===== src/verilog/bridge_config.svh =====
`ifndef BRIDGE_CONFIG_SVH
`define BRIDGE_CONFIG_SVH

// bus widths.
`define ADDR_W 32
`define DATA_W 32
`define AXI_ID_W 4

// extra core reset after the external reset is released.
`define RESET_STRETCH_CYCLES 128

// fixed AXI attributes.
`define AXI_BURST_INCR 2'b01
`define AXI_CACHE_DEFAULT 4'b0000
`define AXI_PROT_DEFAULT 3'b000

`endif


===== src/verilog/bridge_pkg.sv =====
`default_nettype none

`include "bridge_config.svh"

package bridge_pkg;

    typedef enum logic [1:0] {
        SIZE_BYTE = 2'd0,
        SIZE_HALF = 2'd1,
        SIZE_WORD = 2'd2
    } size_e;

    typedef enum logic [`AXI_ID_W-1:0] {
        PORT_INST = 0,
        PORT_DATA = 1
    } port_id_e;

    typedef struct packed {
        logic               wr;
        size_e              size;
        logic [`ADDR_W-1:0] addr;
        logic [`DATA_W-1:0] wdata;
    } mem_req_t;

    typedef struct packed {
        logic                 valid;
        logic [`AXI_ID_W-1:0] id;
        logic [`ADDR_W-1:0]   addr;
        logic [3:0]           len;
        logic [2:0]           size;
        logic [1:0]           burst;
        logic [1:0]           lock;
        logic [3:0]           cache;
        logic [2:0]           prot;
    } axi_ar_t;

    typedef axi_ar_t axi_aw_t; // same fields on AW.

    typedef struct packed {
        logic                 valid;
        logic [`AXI_ID_W-1:0] id;
        logic [`DATA_W-1:0]   data;
        logic [1:0]           resp;
        logic                 last;
    } axi_r_t;

    typedef struct packed {
        logic                 valid;
        logic [`AXI_ID_W-1:0] id;
        logic [`DATA_W-1:0]   data;
        logic [`DATA_W/8-1:0] strb;
        logic                 last;
    } axi_w_t;

    typedef struct packed {
        logic                 valid;
        logic [`AXI_ID_W-1:0] id;
        logic [1:0]           resp;
    } axi_b_t;

    function automatic logic [`DATA_W/8-1:0] byte_strobe(size_e size, logic [1:0] addr_lo);
        case (size)
            SIZE_BYTE: byte_strobe = 4'b0001 << addr_lo;
            SIZE_HALF: byte_strobe = addr_lo[1] ? 4'b1100 : 4'b0011;
            default:   byte_strobe = 4'b1111;
        endcase
    endfunction

endpackage

`default_nettype wire


===== src/verilog/reset_stretch.sv =====
`timescale 1ns/100ps
`default_nettype none

`include "bridge_config.svh"

module reset_stretch (
    input  logic Clk,
    input  logic Myreset,
    output logic core_reset_o
);
    localparam int CNT_W = $clog2(`RESET_STRETCH_CYCLES + 1);

    logic [CNT_W-1:0] cnt_q;
    logic             done;

    assign done = (cnt_q == CNT_W'(`RESET_STRETCH_CYCLES)); // saturated.

    always_ff @(posedge Clk) begin
        if (Myreset) begin
            cnt_q <= '0;
        end else if (!done) begin
            cnt_q <= cnt_q + 1'b1;
        end
    end

    assign core_reset_o = Myreset | ~done;

endmodule

`default_nettype wire


===== src/verilog/req_arbiter.sv =====
`timescale 1ns/100ps
`default_nettype none

`include "bridge_config.svh"

module req_arbiter import bridge_pkg::*; (
    input  logic               Clk,
    input  logic               core_reset_i,
    input  logic               inst_req_i,
    input  logic [`ADDR_W-1:0] inst_addr_i,
    input  logic               data_req_i,
    input  mem_req_t           data_cmd_i,
    input  logic               rd_busy_i,
    input  logic               wr_busy_i,
    output logic               inst_addr_ok_o,
    output logic               data_addr_ok_o,
    output mem_req_t           rd_req_o,
    output port_id_e           rd_port_o,
    output logic               rd_start_o,
    output mem_req_t           wr_req_o,
    output logic               wr_start_o
);
    mem_req_t inst_cmd;
    port_id_e rd_port_q;
    logic     data_rd_busy;
    logic     rd_free;
    logic     wr_free;
    logic     data_ready;

    assign inst_cmd = '{wr: 1'b0, size: SIZE_WORD, addr: inst_addr_i, wdata: '0};

    // a data write never overlaps a data read, so the two
    // data_ok sources cannot pulse in the same cycle.
    assign data_rd_busy = rd_busy_i & (rd_port_q == PORT_DATA);

    assign rd_free    = ~rd_busy_i & ~wr_busy_i; // reads stay behind writes.
    assign wr_free    = ~wr_busy_i & ~data_rd_busy;
    assign data_ready = data_cmd_i.wr ? wr_free : rd_free;

    assign data_addr_ok_o = data_req_i & data_ready & ~core_reset_i;
    assign inst_addr_ok_o = inst_req_i & ~data_req_i & rd_free & ~core_reset_i;

    assign wr_req_o   = data_cmd_i;
    assign wr_start_o = data_addr_ok_o & data_cmd_i.wr;
    assign rd_start_o = inst_addr_ok_o | (data_addr_ok_o & ~data_cmd_i.wr);

    always_comb begin
        if (data_req_i) begin
            rd_req_o  = data_cmd_i;
            rd_port_o = PORT_DATA;
        end else begin
            rd_req_o  = inst_cmd;
            rd_port_o = PORT_INST;
        end
    end

    always_ff @(posedge Clk) begin
        if (core_reset_i) begin
            rd_port_q <= PORT_INST;
        end else if (rd_start_o) begin
            rd_port_q <= rd_port_o; // owner of the read in flight.
        end
    end

endmodule

`default_nettype wire


===== src/verilog/axi_read_channel.sv =====
`timescale 1ns/100ps
`default_nettype none

`include "bridge_config.svh"

module axi_read_channel import bridge_pkg::*; (
    input  logic               Clk,
    input  logic               core_reset_i,
    input  mem_req_t           rd_req_i,
    input  port_id_e           rd_port_i,
    input  logic               rd_start_i,
    input  logic               arready_i,
    input  axi_r_t             r_i,
    output axi_ar_t            ar_o,
    output logic               rready_o,
    output logic               rd_busy_o,
    output logic               inst_data_ok_o,
    output logic               data_data_ok_o,
    output logic [`DATA_W-1:0] rdata_o
);
    typedef enum logic {
        RD_ADDR,
        RD_DATA
    } rd_state_e;

    rd_state_e          state_q;
    logic               ar_valid_q;
    port_id_e           ar_id_q;
    logic [`ADDR_W-1:0] ar_addr_q;
    size_e              ar_size_q;
    logic               r_take;

    assign rready_o  = (state_q == RD_DATA);
    assign r_take    = rready_o & r_i.valid;
    assign rd_busy_o = ar_valid_q | rready_o;

    always_ff @(posedge Clk) begin
        if (core_reset_i) begin
            state_q        <= RD_ADDR;
            ar_valid_q     <= 1'b0;
            inst_data_ok_o <= 1'b0;
            data_data_ok_o <= 1'b0;
        end else begin
            inst_data_ok_o <= r_take & (r_i.id == PORT_INST); // routed by rid.
            data_data_ok_o <= r_take & (r_i.id == PORT_DATA);
            case (state_q)
                RD_ADDR: begin
                    if (ar_valid_q) begin
                        if (arready_i) begin
                            ar_valid_q <= 1'b0;
                            state_q    <= RD_DATA;
                        end
                    end else if (rd_start_i) begin
                        ar_valid_q <= 1'b1;
                    end
                end
                RD_DATA: begin
                    if (r_i.valid) begin
                        state_q <= RD_ADDR; // single beat.
                    end
                end
                default: state_q <= RD_ADDR;
            endcase
        end
    end

    always_ff @(posedge Clk) begin
        if (rd_start_i) begin
            ar_id_q   <= rd_port_i;
            ar_addr_q <= rd_req_i.addr;
            ar_size_q <= rd_req_i.size;
        end
        if (r_take) begin
            rdata_o <= r_i.data;
        end
    end

    assign ar_o = '{valid: ar_valid_q, id: ar_id_q, addr: ar_addr_q, len: 4'd0,
                    size: {1'b0, ar_size_q}, burst: `AXI_BURST_INCR, lock: 2'b00,
                    cache: `AXI_CACHE_DEFAULT, prot: `AXI_PROT_DEFAULT};

endmodule

`default_nettype wire


===== src/verilog/axi_write_channel.sv =====
`timescale 1ns/100ps
`default_nettype none

`include "bridge_config.svh"

module axi_write_channel import bridge_pkg::*; (
    input  logic     Clk,
    input  logic     core_reset_i,
    input  mem_req_t wr_req_i,
    input  logic     wr_start_i,
    input  logic     awready_i,
    input  logic     wready_i,
    input  axi_b_t   b_i,
    output axi_aw_t  aw_o,
    output axi_w_t   w_o,
    output logic     bready_o,
    output logic     wr_busy_o,
    output logic     wr_done_o
);
    logic                 busy_q;
    logic                 aw_pend_q;
    logic                 w_pend_q;
    logic                 done_q;
    logic                 b_take;
    logic [`ADDR_W-1:0]   addr_q;
    size_e                size_q;
    logic [`DATA_W-1:0]   data_q;
    logic [`DATA_W/8-1:0] strb_q;

    // B is only taken once both AW and W have gone out.
    assign bready_o = busy_q & ~aw_pend_q & ~w_pend_q;
    assign b_take   = bready_o & b_i.valid;

    always_ff @(posedge Clk) begin
        if (core_reset_i) begin
            busy_q    <= 1'b0;
            aw_pend_q <= 1'b0;
            w_pend_q  <= 1'b0;
            done_q    <= 1'b0;
        end else begin
            done_q <= b_take;
            if (wr_start_i) begin
                busy_q    <= 1'b1;
                aw_pend_q <= 1'b1;
                w_pend_q  <= 1'b1;
            end else begin
                if (aw_pend_q && awready_i) begin
                    aw_pend_q <= 1'b0;
                end
                if (w_pend_q && wready_i) begin
                    w_pend_q <= 1'b0; // independent of AW.
                end
                if (b_take) begin
                    busy_q <= 1'b0;
                end
            end
        end
    end

    always_ff @(posedge Clk) begin
        if (wr_start_i) begin
            addr_q <= wr_req_i.addr;
            size_q <= wr_req_i.size;
            data_q <= wr_req_i.wdata; // bytes already in their lanes.
            strb_q <= byte_strobe(wr_req_i.size, wr_req_i.addr[1:0]);
        end
    end

    assign aw_o = '{valid: aw_pend_q, id: PORT_DATA, addr: addr_q, len: 4'd0,
                    size: {1'b0, size_q}, burst: `AXI_BURST_INCR, lock: 2'b00,
                    cache: `AXI_CACHE_DEFAULT, prot: `AXI_PROT_DEFAULT};

    assign w_o = '{valid: w_pend_q, id: PORT_DATA, data: data_q, strb: strb_q, last: 1'b1};

    assign wr_busy_o = busy_q;
    assign wr_done_o = done_q;

endmodule

`default_nettype wire


===== src/verilog/axi_bridge_top.sv =====
`timescale 1ns/100ps
`default_nettype none

`include "bridge_config.svh"

module axi_bridge_top import bridge_pkg::*; (
    input  logic               Clk,
    input  logic               Myreset,
    input  logic               inst_req_i,
    input  logic [`ADDR_W-1:0] inst_addr_i,
    output logic               inst_addr_ok_o,
    output logic               inst_data_ok_o,
    output logic [`DATA_W-1:0] inst_rdata_o,
    input  logic               data_req_i,
    input  mem_req_t           data_cmd_i,
    output logic               data_addr_ok_o,
    output logic               data_data_ok_o,
    output logic [`DATA_W-1:0] data_rdata_o,
    output axi_ar_t            ar_o,
    input  logic               arready_i,
    input  axi_r_t             r_i,
    output logic               rready_o,
    output axi_aw_t            aw_o,
    input  logic               awready_i,
    output axi_w_t             w_o,
    input  logic               wready_i,
    input  axi_b_t             b_i,
    output logic               bready_o
);
    logic               core_reset;
    mem_req_t           rd_req;
    port_id_e           rd_port;
    logic               rd_start;
    mem_req_t           wr_req;
    logic               wr_start;
    logic               rd_busy;
    logic               wr_busy;
    logic               rd_data_ok;
    logic               wr_done;
    logic [`DATA_W-1:0] rdata;

    reset_stretch u_reset_stretch (
        .Clk          (Clk),
        .Myreset      (Myreset),
        .core_reset_o (core_reset)
    );

    req_arbiter u_req_arbiter (
        .Clk            (Clk),
        .core_reset_i   (core_reset),
        .inst_req_i     (inst_req_i),
        .inst_addr_i    (inst_addr_i),
        .data_req_i     (data_req_i),
        .data_cmd_i     (data_cmd_i),
        .rd_busy_i      (rd_busy),
        .wr_busy_i      (wr_busy),
        .inst_addr_ok_o (inst_addr_ok_o),
        .data_addr_ok_o (data_addr_ok_o),
        .rd_req_o       (rd_req),
        .rd_port_o      (rd_port),
        .rd_start_o     (rd_start),
        .wr_req_o       (wr_req),
        .wr_start_o     (wr_start)
    );

    axi_read_channel u_axi_read_channel (
        .Clk            (Clk),
        .core_reset_i   (core_reset),
        .rd_req_i       (rd_req),
        .rd_port_i      (rd_port),
        .rd_start_i     (rd_start),
        .arready_i      (arready_i),
        .r_i            (r_i),
        .ar_o           (ar_o),
        .rready_o       (rready_o),
        .rd_busy_o      (rd_busy),
        .inst_data_ok_o (inst_data_ok_o),
        .data_data_ok_o (rd_data_ok),
        .rdata_o        (rdata)
    );

    axi_write_channel u_axi_write_channel (
        .Clk          (Clk),
        .core_reset_i (core_reset),
        .wr_req_i     (wr_req),
        .wr_start_i   (wr_start),
        .awready_i    (awready_i),
        .wready_i     (wready_i),
        .b_i          (b_i),
        .aw_o         (aw_o),
        .w_o          (w_o),
        .bready_o     (bready_o),
        .wr_busy_o    (wr_busy),
        .wr_done_o    (wr_done)
    );

    assign data_data_ok_o = rd_data_ok | wr_done; // read or write completion.
    assign inst_rdata_o   = rdata;
    assign data_rdata_o   = rdata;

endmodule

`default_nettype wire


===== config.mk =====
export PLATFORM = sky130hd
export DESIGN_NAME = axi_bridge_top
export DESIGN_NICKNAME = d
export VERILOG_FILES = /design/src/verilog/bridge_pkg.sv /design/src/verilog/reset_stretch.sv /design/src/verilog/req_arbiter.sv /design/src/verilog/axi_read_channel.sv /design/src/verilog/axi_write_channel.sv /design/src/verilog/axi_bridge_top.sv
export VERILOG_INCLUDE_DIRS = /design/src /design/src/verilog
export SDC_FILE = /design/constraint.sdc
export NUM_CORES = 1
export LEC_CHECK = 0
export BUFFER_PORTS_ARGS = -buffer_cell sky130_fd_sc_hd__buf_2
export CAP_MARGIN = 20
export CORE_AREA = 2 2 146 148
export DETAILED_ROUTE_END_ITERATION = 8
export DIE_AREA = 0 0 148 150
export GPL_ROUTABILITY_DRIVEN = 0
export SYNTH_ARGS = -nofsm -noshare
export SYNTH_HDL_FRONTEND = slang
export SYNTH_HIERARCHICAL = 1
export SYNTH_SLANG_ARGS = --single-unit

===== constraint.sdc =====
create_clock -name Clk -period 7.35 [get_ports Clk]
set_input_delay 0.735 -clock Clk [delete_from_list [all_inputs] [get_ports Clk]]
set_output_delay 0.735 -clock Clk [all_outputs]
set_load 0.03 [all_outputs]

==> summary.txt <==
Outcome
  – Status: finished, final reports clean

Clocking
  – Clock sinks: around 160
  – Clock Tree Root: clkbuf_16
  – CTS tree: built
  – Hold_buf cts: 0
  – Post-CTS Setup Inserts: 0
  – Clk Latency, worst-skew pair: between 0.4 and 0.5 ns
  – Worst-path clk slew: roughly 0.070 ns
  – Number of CTS-inserted buffers: 17
  – H-tree depth: 4
  – Longest Clk Path Bufs: 2
  – CTS resizes: 0

Die
  – Number of top-level pins: ~380
  – FP Rows: 53
  – Core area: approximately 21000 sq um
  – Initial Utilization: 31.92%
  – DIE AREA: 22200 sq um
  – Die Span Y: 150 um
  – Die W: between 100 and 150 um

Global routing
  – Routing usage on met1: 13.19%
  – Pin count of the biggest net entering global routing: 40
  – Routing usage on met2: 23.06%
  – Vias in the first global route: between 3000 and 4000
  – First-pass GRT wire length: ~21000 um
  – Tot GR Track Use: 12.49%
  – Initial antenna violation count: 3
  – Most used routing layer in global routing: met2
  – Met3 Usage GRT: around 3.8%
  – Gr ovfl total: 0

Critical path
  – Worst-path fanout max: 12
  – Category of the most critical setup path: reg -> out
  – Start of the worst register-to-register path: u_reset_stretch/cnt_q[0]$_SDFFE_PP0P_
  – R2R Path End: u_axi_read_channel/ar_addr_q[20]$_DFFE_PP_
  – Req. time, crit path: between 6 and 7 ns
  – R2R depth: 8
  – Worst Setup EP: data_addr_ok_o
  – Critical Path Source: u_reset_stretch/cnt_q[0]$_SDFFE_PP0P_
  – Setup crit end kind: output port
  – CP Data Arrival Time: 2.80 ns
  – Internal reg-to-reg setup slack: 4.10 ns
  – Startpoint Class: flop

STA
  – Fmax: 282.6 MHz
  – Final period utilization: ~48%
  – Final worst slack: approximately 3.8 ns
  – Max-slew headroom: 48.34%
  – Final setup fails: 0
  – Setup Skew: 0.01522 ns
  – Unrepaired setup endpoints after global routing: false
  – Slew Viols, Final: 0
  – Worst Tran Pin Value: just under 0.8 ns
  – Setup TNS: 0 ns
  – Final Critical Period: approximately 3.5 ns
  – Final Hold Viols: 0

Yosys
  – Synth warn: 6
  – Mapped Area: approximately 6600 sq um
  – Avg Inst Size Synth: roughly 15 sq um
  – Mapped Cells: between 400 and 500

Layout
  – Final Cell Area: roughly 8000 sq um
  – Layout area overhead: 24.04%
  – # nets final: around 820
  – Share of cells above drive strength 1: between 50% and 60%
  – Fillers: between 1500 and 2000
  – Fin util: roughly 40%
  – Fin cells: about 950

Routing
  – Wire per inst: between 15 and 20 um
  – Detailed Route Iter0 Violations: 163
  – Post-route ant nets: 0
  – DRC errors left: 0
  – WL final: roughly 14000 um
  – 1st-pass router iterations: 4
  – Vias per inst: 4.009
  – Via count: roughly 3800

Placed design
  – DP Cell Count: 917
  – Dpl ws: ~4.0 ns
  – Post-DP HPWL: roughly 11000 um
  – DP Area: roughly 7600 sq um
  – Port-buffer cells: between 300 and 400

Run
  – Max_cap viols: 0

Power and ir drop
  – Leakage power: about 3.4 nW
  – Pwr per Cell Area: 232.4 nW/um^2
  – Peak supply drop: approximately 0.14 mV

Min path
  – HP Class: in -> reg
## power by group
part	total [mW]	switching, mW	internal [mW]
Sequential	0.975	0.00228	0.973
Combinational	0.0993	0.0548	0.0445
Clock	0.830	0.385	0.445
Total	1.90	0.442	1.46
## routing by layer
metal	share of wire [%]	vias to the layer above	wire length (um)
met3	7.6	19	1098
li1	-	1798	-
met1	36	1795	5182
met5	0.11	-	16
met2	54	199	7880
met4	2.0	2	290
## registers in the layout, indices dropped and copies added, names as in the netlist, 4 cells and up
name                          cells
u_axi_write_channel/addr_q       32
u_axi_write_channel/strb_q        4
u_axi_read_channel/rdata_o       32
u_axi_write_channel/data_q       32
u_axi_read_channel/ar_id_q        4
u_reset_stretch/cnt_q             8
u_axi_read_channel/ar_addr_q     32
## layout make-up
type                    count  area (sq um)  area share, %
flip-flops and latches    157          4544          55.47
repair buffers            328          1652          20.16
multi-input cells         150          1061          12.95
clock buffers              17         425.4          5.192
well taps                 275         344.1          4.200
clock inverters            15         135.1          1.649
inverters                   7         26.28         0.3207
diodes                      2         5.005        0.06109
## worst min-delay path by stage
| stage | from | end | slack (ns) | depth (start not counted) |
|---|---|---|---|---|
| final | r_i[31] | u_axi_read_channel/rdata_o[28]$_DFFE_PP_ | 0.49 | 1 |
| after floorplan | u_reset_stretch/cnt_q[7]$_SDFFE_PP0P_ | u_reset_stretch/cnt_q[7]$_SDFFE_PP0P_ | 0.45 | 2 |
| after CTS | data_cmd_i[29] | u_axi_write_channel/data_q[29]$_DFFE_PP_ | 0.46 | 1 |
| after detailed placement | u_reset_stretch/cnt_q[7]$_SDFFE_PP0P_ | u_reset_stretch/cnt_q[7]$_SDFFE_PP0P_ | 0.48 | 2 |
| after global placement | u_reset_stretch/cnt_q[7]$_SDFFE_PP0P_ | u_reset_stretch/cnt_q[7]$_SDFFE_PP0P_ | 0.47 | 2 |
| after global routing | data_cmd_i[20] | u_axi_write_channel/data_q[20]$_DFFE_PP_ | 0.46 | 1 |
## critical path, cell delays in order (launching register included)
cell      delay [ns]
dfxtp_1         0.36
inv_1           0.09
ha_1            0.14
nor4b_1         0.21
and3_1          0.36
nand2b_1        0.32
or3b_1          0.50
a21oi_1         0.16
buf_2           0.24
## cells in the final DEF (no fill, tap or decap), types with 2 or more instances in the layout
cell and n:
nor3_1 3, nand2b_1 10, inv_1 7, nand3_1 4, buf_2 324, inv_6 4
edfxtp_1 140, and3_1 2, clkinv_2 2, buf_4 4, ha_1 2, mux2_2 32
inv_8 3, o21bai_1 4, xor2_1 2, clkbuf_16 17, clkinvlp_4 3, a21oi_1 7
o21ai_0 3, or3_1 4, dfxtp_1 17, conb_1 44, clkinv_4 2, nor2_1 7
and3b_1 2, diode_2 2
## metrics by stage
step	power [mW]	hold WS (ns)
floorplan	1.092	0.4537
global placement	1.091	0.4712
detailed placement	1.094	0.4760
CTS	1.932	0.4625
global route	1.975	0.4598
finish	1.904	0.4872
Power figures use the tool's default switching activity.
